## src/db_pkg.sv

```systemverilog
`default_nettype none

package db_pkg;

    // Packet type codes
    localparam logic [3:0] FTYPE_DOORBELL = 4'hA;
    localparam logic [3:0] FTYPE_NWRITE = 4'h5;
    localparam logic [3:0] TTYPE_NWRITE = 4'h4;

    // Doorbell info codes
    localparam logic [15:0] DB_INFO_READY = 16'h0100;
    localparam logic [15:0] DB_INFO_BUSY = 16'h01FF;
    localparam logic [15:0] DB_INFO_SELF_CHECK = 16'h0101;
    localparam logic [15:0] DB_INFO_INTEG_BASE = 16'h0200;

    // Source ID carried by every valid target response
    localparam logic [15:0] TARGET_RESP_ID = 16'h00F0;

    // Region 1 starts at 1 MiB
    localparam logic [33:0] REGION_STRIDE = 34'h0_0010_0000;
    localparam logic [1:0] DB_PRIO = 2'h1;

    // Sizes
    localparam int TIMEOUT_CYCLES = 1024;
    localparam int TMO_W = $clog2(TIMEOUT_CYCLES);
    localparam int FIFO_DEPTH = 512;
    localparam int FIFO_AW = $clog2(FIFO_DEPTH);
    localparam int DATA_W = 64;
    localparam int KEEP_W = 8;
    localparam int TUSER_W = 32;

    typedef enum logic [2:0] {
        CS_IDLE    = 3'd0,
        CS_SC_REQ  = 3'd1,
        CS_SC_WAIT = 3'd2,
        CS_NW_HDR  = 3'd3,
        CS_NW_PAY  = 3'd4,
        CS_IN_REQ  = 3'd5,
        CS_IN_WAIT = 3'd6
    } ctrl_state_e;

    typedef enum logic [1:0] {
        BK_SC_DB   = 2'd0,
        BK_IN_DB   = 2'd1,
        BK_NW_HDR  = 2'd2,
        BK_PAYLOAD = 2'd3
    } beat_kind_e;

    typedef enum logic [1:0] {
        ERR_NONE      = 2'd0,
        ERR_SC_NORESP = 2'd1,
        ERR_IN_NORESP = 2'd2
    } err_type_e;

    // On the first beat data[7:0] is the byte count minus one
    typedef struct packed {
        logic              first;
        logic              last;
        logic [KEEP_W-1:0] keep;
        logic [DATA_W-1:0] data;
    } user_beat_t;

    typedef struct packed {
        logic [DATA_W-1:0]  data;
        logic [KEEP_W-1:0]  keep;
        logic               last;
        logic [TUSER_W-1:0] tuser;
    } ireq_beat_t;

    typedef struct packed {
        logic        ready;
        logic        busy;
        logic        info_valid;
        logic [15:0] info;
    } resp_event_t;

    // Integrity doorbell info, 0x0201 for region 0 and 0x0200 for region 1
    function automatic logic [15:0] integ_info(input logic region);
        return DB_INFO_INTEG_BASE + {15'd0, ~region};
    endfunction

endpackage

`default_nettype wire

```

## src/db_req_ctrl.sv

```systemverilog
`timescale 1ns/1ps
`default_nettype none

module db_req_ctrl
    import db_pkg::*;
(
    input  wire          log_clk,
    input  wire          log_rst,

    input  wire          self_check_i,
    input  wire          nwr_req_i,
    input  wire          link_up_i,

    input  resp_event_t  event_i,
    input  wire          timeout_i,

    output beat_kind_e   kind_o,
    output logic         frame_req_o,
    input  wire          frame_done_i,
    output logic         region_o,
    output logic         wait_o,

    output logic         nwr_ready_o,
    output logic         nwr_busy_o,
    output logic         nwr_done_ack_o,
    output logic         error_o,
    output err_type_e    error_type_o
);

    ctrl_state_e state;
    ctrl_state_e state_nx;
    logic start_sc;
    logic start_nw;
    logic integ_ok;

    // Self-check wins over a write request
    assign start_sc = link_up_i && self_check_i;
    assign start_nw = link_up_i && nwr_req_i && !self_check_i;

    assign integ_ok = event_i.info_valid && (event_i.info == integ_info(region_o));

    always_comb begin
        state_nx = state;
        case (state)
            CS_IDLE: begin
                if (start_sc) begin
                    state_nx = CS_SC_REQ;
                end else if (start_nw) begin
                    state_nx = CS_NW_HDR;
                end
            end
            CS_SC_REQ: begin
                if (frame_done_i) begin
                    state_nx = CS_SC_WAIT;
                end
            end
            CS_SC_WAIT: begin
                if (event_i.ready || event_i.busy || timeout_i) begin
                    state_nx = CS_IDLE;
                end
            end
            CS_NW_HDR: begin
                if (frame_done_i) begin
                    state_nx = CS_NW_PAY;
                end
            end
            CS_NW_PAY: begin
                // Done only after the user-last beat
                if (frame_done_i) begin
                    state_nx = CS_IN_REQ;
                end
            end
            CS_IN_REQ: begin
                if (frame_done_i) begin
                    state_nx = CS_IN_WAIT;
                end
            end
            CS_IN_WAIT: begin
                if (integ_ok || timeout_i) begin
                    state_nx = CS_IDLE;
                end
            end
            default: begin
                state_nx = CS_IDLE;
            end
        endcase
    end

    always_ff @(posedge log_clk or posedge log_rst) begin
        if (log_rst) begin
            state <= CS_IDLE;
        end else begin
            state <= state_nx;
        end
    end

    always_comb begin
        case (state)
            CS_IN_REQ: kind_o = BK_IN_DB;
            CS_NW_HDR: kind_o = BK_NW_HDR;
            CS_NW_PAY: kind_o = BK_PAYLOAD;
            default:   kind_o = BK_SC_DB;
        endcase
    end

    assign frame_req_o = (state == CS_SC_REQ) || (state == CS_NW_HDR) ||
                         (state == CS_NW_PAY) || (state == CS_IN_REQ);
    assign wait_o = (state == CS_SC_WAIT) || (state == CS_IN_WAIT);

    always_ff @(posedge log_clk or posedge log_rst) begin
        if (log_rst) begin
            nwr_ready_o <= 1'b0;
            nwr_busy_o <= 1'b0;
            nwr_done_ack_o <= 1'b0;
            error_o <= 1'b0;
            error_type_o <= ERR_NONE;
            region_o <= 1'b0;
        end else begin
            nwr_done_ack_o <= 1'b0;
            error_o <= 1'b0;
            error_type_o <= ERR_NONE;
            case (state)
                CS_IDLE: begin
                    // Status is held until the next self-check
                    if (start_sc) begin
                        nwr_ready_o <= 1'b0;
                        nwr_busy_o <= 1'b0;
                    end
                end
                CS_SC_WAIT: begin
                    if (event_i.ready) begin
                        nwr_ready_o <= 1'b1;
                        nwr_busy_o <= 1'b0;
                    end else if (event_i.busy) begin
                        nwr_ready_o <= 1'b0;
                        nwr_busy_o <= 1'b1;
                    end else if (timeout_i) begin
                        error_o <= 1'b1;
                        error_type_o <= ERR_SC_NORESP;
                    end
                end
                CS_IN_WAIT: begin
                    if (integ_ok) begin
                        region_o <= ~region_o;
                        nwr_done_ack_o <= 1'b1;
                    end else if (timeout_i) begin
                        error_o <= 1'b1;
                        error_type_o <= ERR_IN_NORESP;
                    end
                end
                default: begin
                end
            endcase
        end
    end

endmodule

`default_nettype wire

```

## config.mk

```make
export PLATFORM = sky130hd
export DESIGN_NAME = db_req_ctrl
export DESIGN_NICKNAME = d
export VERILOG_FILES = /design/src/db_pkg.sv /design/src/db_req_ctrl.sv
export SDC_FILE = /design/constraint.sdc
export NUM_CORES = 1
export LEC_CHECK = 0
export BUFFER_PORTS_ARGS = -buffer_cell sky130_fd_sc_hd__buf_2
export CAP_MARGIN = 20
export CELL_PAD_IN_SITES_DETAIL_PLACEMENT = 1
export CELL_PAD_IN_SITES_GLOBAL_PLACEMENT = 2
export CORE_MARGIN = 1
export CORE_UTILIZATION = 22
export DETAILED_ROUTE_END_ITERATION = 10
export PLACE_DENSITY = 0.72
export SYNTH_ARGS = -nofsm -noshare
export SYNTH_HDL_FRONTEND = slang
export SYNTH_SLANG_ARGS = --single-unit
```

## constraint.sdc

```tcl
create_clock -name log_clk -period 1.7 [get_ports log_clk]
set_input_delay 0.17 -clock log_clk [delete_from_list [all_inputs] [get_ports log_clk]]
set_output_delay 0.17 -clock log_clk [all_outputs]
set_load 0.01 [all_outputs]
```

# After elaboration in Yosys (flattened, before gate mapping)
# Cells that the tools add are included.
dict set report op_classes {
  n_addsub 1
  n_mul 0
  div 0
  order_cmp 0
  n_eq_ne 16
  shift 0
  n_mux 30
  n_bitwise 1
  reduce_logical 17
}
# operator n
set ops {}
lappend ops {{3-bit two-way mux} 8}
lappend ops {{3-bit case mux with 7 select lines} 1}
lappend ops {{16-bit by 11-bit == test with 1-bit output} 1}
lappend ops {{1-bit two-way mux} 14}
lappend ops {{2-bit != test, second input constant} 7}
lappend ops {{10-bit by 1-bit adder with 11-bit output, first input constant} 1}
lappend ops {{3-bit == test, second input constant} 3}
lappend ops {{1-bit logical OR} 7}
lappend ops {{7-bit AND reduction} 1}
lappend ops {{3-bit by 2-bit == test with 1-bit output, second input constant} 2}
lappend ops {{3-bit != test, second input constant} 2}
lappend ops {{1-bit case mux with 2 select lines} 3}
lappend ops {{2-bit case mux with 3 select lines} 1}
lappend ops {{1-bit logical AND} 4}
lappend ops {{2-bit two-way mux} 2}
lappend ops {{2-bit case mux with 2 select lines} 1}
lappend ops {{3-bit by 1-bit == test with 1-bit output, second input constant} 1}
lappend ops {{3-bit zero test} 1}
lappend ops {{3-bit AND reduction} 1}
lappend ops {{2-bit AND reduction} 1}
lappend ops {{2-bit nonzero test} 1}
lappend ops {{1-bit zero test} 1}
lappend ops {{1-bit inverter} 1}
dict set report totals {
  ff_bits 10
  latchBits 0
  ramBits 0
  mem_bits_ro 0
  in_bits 26
  out_inout_bits 11
  elab_cells 72
  n_memories 0
}

# Logic depth before layout (Yosys ltp)
# Gate-level depths: netlist of the first run.
dict set report logic_depth {
  word_depth 7
  mapped_depth 6
  depth_no_buf 5
}

# Least setup slack after synthesis of the first run
# Ideal clock, no wire load.
dict set report synth_path {
  kind {reg-to-reg}
  start {register state[2]}
  end {register state[0]}
  setup_ns 0.125
  t_arrival_ns 1.401
  required_time_ns 1.575
  slack_ns 0.175
  stages_incl_launch_ff 6
  path_buffers 1
  period_less_slack_ns 1.525
  path_cell_list {dfrtp_1 -> buf_2 -> or2b_1 -> a21oi_1 -> a21o_1 -> mux2_2}
}
dict set report synth_between {
  elab_chain_len 3
  elab_cells_between_ends 16
  cone_classes {eq/ne (13); mux (1); reduce/logical (2)}
}
# element line_no
set synth_rtl {}
lappend synth_rtl {{from (decl)} db_req_ctrl.sv:30} ;# ctrl_state_e state;
lappend synth_rtl {{from (signal assigned)} db_req_ctrl.sv:93} ;# state <= state_nx;
lappend synth_rtl {{3-bit == test, or another cell as far along} db_req_ctrl.sv:44} ;# case (state)
lappend synth_rtl {{2-bit != test (no source line) or 3-bit != test (tied branches)} -}
lappend synth_rtl {{7-bit AND reduction (no source line)} -}
# Several ways; a longest one is shown, not always the timed one.
# A chain may end at the register's enable or synchronous reset.

# Worst setup path after layout of the first run
dict set report layout_path {
  start {register state[1]}
  end {register nwr_busy_o}
}
dict set report layout_between {
  elab_chain_len 3
  elab_cells_between_ends 7
  cone_classes {eq/ne (3); mux (1); reduce/logical (3)}
}
# element line_no
set layout_rtl {}
lappend layout_rtl {{3-bit by 2-bit == test with 1-bit output or 3-bit zero test (tied branches)} db_req_ctrl.sv:122} ;# case (state)
lappend layout_rtl {{3-bit != test (no source line), or another cell as far along} -}
lappend layout_rtl {{3-bit AND reduction (no source line)} -}
lappend layout_rtl {{to (signal assigned)} db_req_ctrl.sv:127} ;# nwr_busy_o <= 1'b0;
lappend layout_rtl {{to (signal assigned)} db_req_ctrl.sv:133} ;# nwr_busy_o <= 1'b0;
lappend layout_rtl {{to (signal assigned)} db_req_ctrl.sv:136} ;# nwr_busy_o <= 1'b1;
lappend layout_rtl {{to (decl)} db_req_ctrl.sv:24} ;# output logic nwr_busy_o,
# Several ways; a longest one is shown, not always the timed one.

==> results of run 1 <==
-- timing repair --
item	in CTS	in global routing
hold buffers	1	0
hold endpoints to repair	10	0
buffers inserted	0	0
setup endpoints to repair	0	1
resized for setup	0	1
-- cells in the final DEF, fill, tap and decap left out, types with 2 or more instances in the layout --
cell,Yosys,layout
sky130_fd_sc_hd__xor2_1,2,2
sky130_fd_sc_hd__mux2_2,2,2
sky130_fd_sc_hd__nor4_2,2,2
sky130_fd_sc_hd__nor2_1,4,4
sky130_fd_sc_hd__nor3_1,2,2
sky130_fd_sc_hd__inv_1,6,6
sky130_fd_sc_hd__dfrtp_1,10,10
sky130_fd_sc_hd__clkbuf_4,0,3
sky130_fd_sc_hd__o31ai_1,3,3
sky130_fd_sc_hd__a21oi_1,4,3
sky130_fd_sc_hd__nand2b_1,2,2
sky130_fd_sc_hd__nor4b_2,2,2
sky130_fd_sc_hd__nand2_1,6,6
sky130_fd_sc_hd__buf_2,2,36
sky130_fd_sc_hd__buf_4,0,4
sky130_fd_sc_hd__o21ai_0,2,2
-- kinds of logic (layout without fill, tap and decap cells) --
| logic type | Yosys count | count (layout) | share of synthesized area (%) |
|---|---|---|---|
| compound gates | 15 | 15 | 16.9 |
| xor+xnor | 2 | 2 | 2.86 |
| buf+inv | 8 | 51 | 5.31 |
| flops | 10 | 10 | 40.8 |
| mux | 3 | 3 | 5.31 |
| simple gates | 26 | 26 | 28.8 |
-- worst max path at each step --
stage,startpoint,end,slack (ps),cells after the start
floorplan,state[2]$_DFFE_PP0P_,state[0]$_DFFE_PP0P_,170,5
global route,state[2]$_DFFE_PP0P_,state[0]$_DFFE_PP0P_,70,4
detailed placement,state[2]$_DFFE_PP0P_,state[0]$_DFFE_PP0P_,90,4
CTS,state[2]$_DFFE_PP0P_,state[0]$_DFFE_PP0P_,80,4
global placement,state[2]$_DFFE_PP0P_,state[0]$_DFFE_PP0P_,120,4
finish,state[1]$_DFFE_PP0P_,nwr_busy_o$_DFFE_PP0P_,150,4
-- area by class of cell --
| type | count | area [um^2] |
|---|---|---|
| clock buffers | 4 | 36.3 |
| fillers | 323 | 1640 |
| inverters | 6 | 22.5 |
| multi-input cells | 46 | 334 |
| flip-flops and latches | 10 | 250 |
| well taps | 30 | 37.5 |
| repair buffers | 41 | 220 |
-- critical path: stages (launching register included) --
cell                       delay, ps
sky130_fd_sc_hd__dfrtp_1         490
sky130_fd_sc_hd__nand2b_4        140
sky130_fd_sc_hd__nor4_2           60
sky130_fd_sc_hd__or4_1           530
sky130_fd_sc_hd__a32o_1          220
-- registers in the layout, summed over array words and instances, names as in the netlist --
register and flops:
error_type_o 2, nwr_done_ack_o 1, region_o 1, nwr_ready_o 1, error_o 1, nwr_busy_o 1
state 3
-- power by group through the flow --
| stage | logic (mW) | clock network, mW | registers [mW] |
|---|---|---|---|
| after global routing | 0.597 | 0.228 | 0.375 |
| after CTS | 0.541 | 0.223 | 0.366 |
| final | 0.539 | 0.214 | 0.364 |
| after floorplan | 0.355 | 0 | 0.344 |
| after detailed placement | 0.537 | 0 | 0.370 |
| after global placement | 0.531 | 0 | 0.369 |
-- layer usage --
metal  up-vias  part of all wire (%)  GRT usage (%)
met5         -                     0              0
met2        29                    48           21.5
met1       292                    42           15.2
met4         0                   1.1           5.13
met3         2                   8.8           3.89
li1        315                     -              -
-- metrics by stage --
step,utilization (%),setup WS [ps]
final,35.4,148
after global routing,35.4,65.6
after CTS,35.3,82.1
after floorplan,-,175
after global placement,33.4,122
after detailed placement,33.4,92.9
-- synthesized netlist by cell type, types with 2 or more instances --
cell,instances,share of area [%]
sky130_fd_sc_hd__nand2b_1,2,2.0
sky130_fd_sc_hd__o31ai_1,3,3.7
sky130_fd_sc_hd__nor4b_2,2,4.9
sky130_fd_sc_hd__o21ai_0,2,1.6
sky130_fd_sc_hd__buf_2,2,1.6
sky130_fd_sc_hd__xor2_1,2,2.9
sky130_fd_sc_hd__a21oi_1,4,3.3
sky130_fd_sc_hd__mux2_2,2,3.7
sky130_fd_sc_hd__inv_1,6,3.7
sky130_fd_sc_hd__nand2_1,6,3.7
sky130_fd_sc_hd__nor3_1,2,1.6
sky130_fd_sc_hd__nor4_2,2,4.1
sky130_fd_sc_hd__nor2_1,4,2.4
sky130_fd_sc_hd__dfrtp_1,10,41
==> results_tabular.tex, run 1 <==
\begin{tabular}{lr}
\hline
Metric & Value \\
\hline
\multicolumn{2}{l}{\textbf{Placed design}} \\
Count of buffers from port buffering & 36 \\
Instance count after placement with tap cells included & around 130 \\
Estimated wirelength of the detail-placed design & about 1400 um \\
Final estimated routing congestion in global placement & 0.730 \\
Placed inst area & between 800 and 900 um\^{}2 \\
\multicolumn{2}{l}{\textbf{Synth}} \\
Async SR Flop Fraction & 100\% \\
Sequential share of the synthesized area & around two fifths \\
Number of distinct library cell variants in the gate-level netlist after synthesis & 29 \\
Number of register bits inferred by synthesis & 10 \\
Synth Net Count & 90 \\
Most used DFF post-synth & sky130\_fd\_sc\_hd\_\_dfrtp\_1 \\
Synthesized area per cell & between 9 and 10 um\^{}2 \\
Number of flops mapped to enable cells by yosys & 0 \\
Post-Syn Instances & 64 \\
Cell area after synthesis & approximately 610 um\^{}2 \\
Number of warnings printed during yosys synthesis & 0 \\
\multicolumn{2}{l}{\textbf{GRT}} \\
Antenna violations before repair & 0 \\
Wire length of the first global-routing pass & around 2700 um \\
Pin count of the biggest net entering global routing & 11 \\
Leftover overflow at the end of global routing & 0 \\
Number of global-route vias before repair & approximately 650 \\
Global routing usage summed across all routing layers & 12.9\% \\
\multicolumn{2}{l}{\textbf{Pwr}} \\
Sum of internal, switching and leakage power & between 1 and 1.5 mW \\
IR drop worst, VDD & 0.000503 V \\
Total internal power & around 0.70 mW \\
Net load switching power & just over 0.4 mW \\
Portion of total power attributed to the clock network & roughly a fifth \\
Sequential cell fraction of total power & around 33\% \\
Power per unit of standard cell area & $\sim$1200 nW/um\^{}2 \\
Share of power burned in combinational logic & slightly below 50\% \\
Switching part of the total power & 36.9\% \\
Leak pwr & 0.474 nW \\
\multicolumn{2}{l}{\textbf{Floorplanning}} \\
Die outline area & $\sim$3000 um\^{}2 \\
Die height & 54.8 um \\
Rows & 18 \\
Placeable core area & 2540 um\^{}2 \\
Initial core utilization & approximately 24\% \\
I/O Pins & 37 \\
Die extent in x & $\sim$55 um \\
\multicolumn{2}{l}{\textbf{Final layout}} \\
Diodes inserted & 0 \\
Share of final-layout standard cells stronger than drive strength 1 & between 40\% and 50\% \\
Cell area after layout & around 900 um\^{}2 \\
P\&R area growth vs syn & 46.9\% \\
Final cell count without fillers & around 140 \\
Net count of the finished layout & 134 \\
\multicolumn{2}{l}{\textbf{Hold path}} \\
Hold path start & timeout\_i \\
Worst hold endpoint & error\_type\_o[1]\$\_DFF\_PP0\_ \\
Path category of the worst min-delay check & in -> reg \\
Worst hold path depth & 3 \\
\multicolumn{2}{l}{\textbf{Clocking}} \\
Clock-pin transition on the worst setup and hold timing paths & approximately 70 ps \\
Clock network latency to the later pin of the worst-skew pair & about 260 ps \\
TritonCTS clock tree & done \\
CTS Root Buffer Type & sky130\_fd\_sc\_hd\_\_clkbuf\_4 \\
H-tree Lvls & 1 \\
Bufs on Longest Clock Path & 2 \\
Sink count of the clock tree & 10 \\
TritonCTS buffer count & 3 \\
\multicolumn{2}{l}{\textbf{Routing}} \\
Antenna Nets Post-Route & 0 \\
Count of unresolved DRC violations after routing & 0 \\
Average via count per standard cell & 4.66 \\
Iteration count of the initial detailed-routing pass & 2 \\
Wire length per cell after detailed routing & 12.2 um \\
DRT iter0 DRCs & 3 \\
Post-detailed-routing wire length & 1670 um \\
Via count & around 640 \\
\multicolumn{2}{l}{\textbf{STA}} \\
Setup violation total in the final timing report & 0 \\
Number of max-slew violations in the final report & 0 \\
Skew final & just under 6 ps \\
Top achievable clock speed & 644 MHz \\
Worst-case headroom to the max-slew limit & approximately 74\% \\
Setup Total Neg Slack & 0 ps \\
Final worst path period share & 91.3\% \\
Clock period minus final worst setup slack & 1550 ps \\
Transition at the pin with the smallest max-transition slack & roughly 400 ps \\
RSZ-0062 raised after global routing & false \\
Post-route worst hold slack & $\sim$180 ps \\
Hold Fails Final Rpt & 0 \\
\multicolumn{2}{l}{\textbf{Critical path}} \\
Critical Path RT & approximately 1900 ps \\
FF-to-FF End & nwr\_busy\_o\$\_DFFE\_PP0P\_ \\
Slack of the worst reg-to-reg path & $\sim$150 ps \\
Type of the worst setup path & reg -> reg \\
Kind of end point of the critical path & flop \\
Start of the worst register-to-register path & state[1]\$\_DFFE\_PP0P\_ \\
CP Max Fanout & 8 \\
Arrival time of data at the critical path endpoint & about 1700 ps \\
Kind of launch point of the worst setup path & flop \\
Path depth of the worst reg2reg path & 4 \\
\multicolumn{2}{l}{\textbf{Outcome}} \\
Result of the run & finished, final reports clean \\
\multicolumn{2}{l}{\textbf{Run}} \\
Count of max-cap constraint violations & 0 \\
\hline
\end{tabular}
Note: power is estimated with default switching activity, not from simulation.
==> run 2: changes to the inputs <==
--- a/config.mk
+++ b/config.mk
@@ -10,9 +10,9 @@
 export CELL_PAD_IN_SITES_DETAIL_PLACEMENT = 1
 export CELL_PAD_IN_SITES_GLOBAL_PLACEMENT = 2
 export CORE_MARGIN = 1
-export CORE_UTILIZATION = 22
+export CORE_UTILIZATION = 20
 export DETAILED_ROUTE_END_ITERATION = 10
-export PLACE_DENSITY = 0.72
+export PLACE_DENSITY = 0.69
 export SYNTH_ARGS = -nofsm -noshare
 export SYNTH_HDL_FRONTEND = slang
 export SYNTH_SLANG_ARGS = --single-unit
==> constraint.sdc (replaced) <==
create_clock -name log_clk -period 1.4 [get_ports log_clk]
set_input_delay 0.14 -clock log_clk [delete_from_list [all_inputs] [get_ports log_clk]]
set_output_delay 0.14 -clock log_clk [all_outputs]
set_load 0.01 [all_outputs]
==> run 2 against run 1 <==
Compared with the run above:
- highest routed layer is now met3
- design area rose by 25%
- sequential share of layout area fell by 5.4 points
- wire length rose by 24%
- global-route usage rose by 0.65 points
- the run now ends with design-rule violations, negative setup slack left
- clock power grew 21%
- core utilization rose by 4.5 points
- cell count rose by 13%
- register-to-register slack got worse by 250 ps
- sequential power increased by 18%
- clock-buffer cell count did not move
- flip-flop and latch count is the same
- hold slack worse by 4.3 ps
==> results_tabular.tex, run 2 (same netlist as run 1, synthesis figures left out) <==
\begin{tabular}{lr}
\hline
Metric & Value \\
\hline
\multicolumn{2}{l}{\textbf{Routing}} \\
DRT iter0 DRCs & 12 \\
Count of unresolved DRC violations after routing & 6 \\
Post-detailed-routing wire length & around 2100 um \\
Wire length per cell after detailed routing & around 13 um \\
Iteration count of the initial detailed-routing pass & 7 \\
Via count & 707 \\
Average via count per standard cell & 4.56 \\
Antenna Nets Post-Route & 0 \\
\multicolumn{2}{l}{\textbf{Final layout}} \\
Largest registers & state (3), error\_type\_o (2) \\
Filler cells & approximately 350 \\
Net count of the finished layout & roughly 150 \\
Share of final-layout standard cells stronger than drive strength 1 & 63.7\% \\
Most frequent cells in the layout & sky130\_fd\_sc\_hd\_\_buf\_2 (35), sky130\_fd\_sc\_hd\_\_buf\_4 (16), sky130\_fd\_sc\_hd\_\_dfrtp\_1 (8) \\
Register name with the most flops & state \\
Seq. cell area & $\sim$250 um\^{}2 \\
Multi-input gate area & around 400 um\^{}2 \\
Diodes inserted & 0 \\
P\&R area growth vs syn & 84.3\% \\
Most common cell after layout, fill and taps aside & sky130\_fd\_sc\_hd\_\_buf\_2 \\
Number of flip-flops under the largest register name & 3 \\
\multicolumn{2}{l}{\textbf{Placed design}} \\
Estimated wirelength of the detail-placed design & roughly 1600 um \\
Final estimated routing congestion in global placement & approximately 0.76 \\
Count of buffers from port buffering & 36 \\
\multicolumn{2}{l}{\textbf{Pwr}} \\
Sum of internal, switching and leakage power & roughly 1.8 mW \\
IR drop worst, VDD & about 0.00037 V \\
Power per unit of standard cell area & $\sim$1600 nW/um\^{}2 \\
Leak pwr & 0.596 nW \\
\multicolumn{2}{l}{\textbf{Critical path}} \\
Type of the worst setup path & reg -> out \\
Buffers \& Inverters on Critical Path & 2 \\
Chain of cells forming the critical path & or2b\_1 > buf\_6 > mux2i\_1 > buf\_2 \\
Arrival time of data at the critical path endpoint & between 1000 and 1500 ps \\
Delay of the slowest cell on the worst path & $\sim$430 ps \\
CP delay by family, top & flip-flops \\
Kind of end point of the critical path & primary output \\
Cell with the largest stage delay on the worst path & sky130\_fd\_sc\_hd\_\_dfrtp\_1 \\
CP Max Fanout & 5 \\
Critical Path RT & between 1000 and 1500 ps \\
Kind of launch point of the worst setup path & flop \\
\multicolumn{2}{l}{\textbf{Outcome}} \\
Violated checks & design-rule violations, negative setup slack \\
Result of the run & finished, violations left \\
\multicolumn{2}{l}{\textbf{STA}} \\
RSZ-0062 raised after global routing & true \\
Setup violation total in the final timing report & 6 \\
Number of max-slew violations in the final report & 0 \\
Skew final & between 1.5 and 2 ps \\
Top achievable clock speed & between 600 and 700 MHz \\
Final worst path period share & 107\% \\
Clock period minus final worst setup slack & 1500 ps \\
Worst-case headroom to the max-slew limit & 73.3\% \\
Hold Fails Final Rpt & 0 \\
Transition at the pin with the smallest max-transition slack & about 400 ps \\
Final worst-path setup slack & -101 ps \\
Setup Total Neg Slack & -322 ps \\
\multicolumn{2}{l}{\textbf{Clocking}} \\
Bufs on Longest Clock Path & 2 \\
CTS Root Buffer Type & sky130\_fd\_sc\_hd\_\_clkbuf\_4 \\
TritonCTS clock tree & done \\
TritonCTS buffer count & 3 \\
Clock network latency to the later pin of the worst-skew pair & about 260 ps \\
H-tree Lvls & 1 \\
Sink count of the clock tree & 10 \\
Clock-pin transition on the worst setup and hold timing paths & $\sim$70 ps \\
\multicolumn{2}{l}{\textbf{Floorplanning}} \\
Die height & between 50 and 60 um \\
Initial core utilization & roughly 22\% \\
I/O Pins & 37 \\
Rows & 19 \\
Placeable core area & 2830 um\^{}2 \\
Die outline area & about 3300 um\^{}2 \\
Die extent in x & $\sim$57 um \\
\multicolumn{2}{l}{\textbf{GRT}} \\
Wire length of the first global-routing pass & $\sim$3400 um \\
Global routing usage summed across all routing layers & between 10\% and 20\% \\
Number of global-route vias before repair & a little under 800 \\
Leftover overflow at the end of global routing & 0 \\
Antenna violations before repair & 0 \\
Pin count of the biggest net entering global routing & 11 \\
\multicolumn{2}{l}{\textbf{Hold path}} \\
Path category of the worst min-delay check & in -> reg \\
\multicolumn{2}{l}{\textbf{Run}} \\
Count of max-cap constraint violations & 0 \\
\hline
\end{tabular}
-- run 2: stage by stage --
step,hold slack [ps],instances,area [um^2],setup WS (ps),util (%)
final,181,155,1130,-101,39.9
after global routing,189,155,1130,-172,39.9
after CTS,167,155,1090,-97.6,38.7
after detailed placement,146,145,950,-123,33.6
after global placement,137,145,950,-72.1,33.6
after floorplan,-19.8,64,629,-52.8,-
-- run 2: worst paths after layout --
path,from,endpoint,slack [ps],cells after the start
setup / recovery,state[0]$_DFFE_PP0P_,kind_o[1],-100,4
hold / removal,timeout_i,error_o$_DFF_PP0_,180,3
setup reg to reg,state[0]$_DFFE_PP0P_,nwr_busy_o$_DFFE_PP0P_,-100,4
hold reg to reg,nwr_busy_o$_DFFE_PP0P_,nwr_busy_o$_DFFE_PP0P_,500,1
max in group asynchronous,log_rst,state[1]$_DFFE_PP0P_,690,3
min in group asynchronous,log_rst,nwr_ready_o$_DFFE_PP0P_,400,3
-- run 2: power by group --
group	leakage [nW]	internal, mW	switching (mW)	total, mW
combinational	0.445	0.655	0.472	1.13
clock	0.0210	0.158	0.100	0.258
sequential	0.131	0.361	0.0684	0.430
total	0.596	1.17	0.641	1.81
-- run 2: per-layer routing --
metal | global-route usage [%] | wire length (um)
met5 | 0 | 0
met4 | 4.18 | 0
met3 | 3.40 | 131
met2 | 24.1 | 1090
met1 | 15.9 | 863
-- run 2: worst min-delay path: cells and delay by family --
| kind | cells | cell delay, ps |
|---|---|---|
| AOI/OAI and AO/OA | 1 | 40 |
| buffers and inverters | 1 | 140 |
| and+or+nand+nor | 1 | 80 |
-- run 2: final cells by class --
type / instances / share of cell area [%]
tap: 31 / 3.43
sequential: 10 / 22.4
timing repair buffer: 58 / 33.0
multi-input combinational: 46 / 35.8
inverter: 6 / 2.21
clock buffer: 4 / 3.21
-- run 2: timing repair --
| item | CTS | global route |
|---|---|---|
| pin swaps | 3 | 4 |
| setup buffers | 5 | 0 |
| gates resized for setup | 13 | 9 |
| gates cloned | 0 | 0 |
| endpoints found under the setup margin | 9 | 11 |
| hold buffers | 1 | 0 |
| hold endpoints to repair | 10 | 0 |
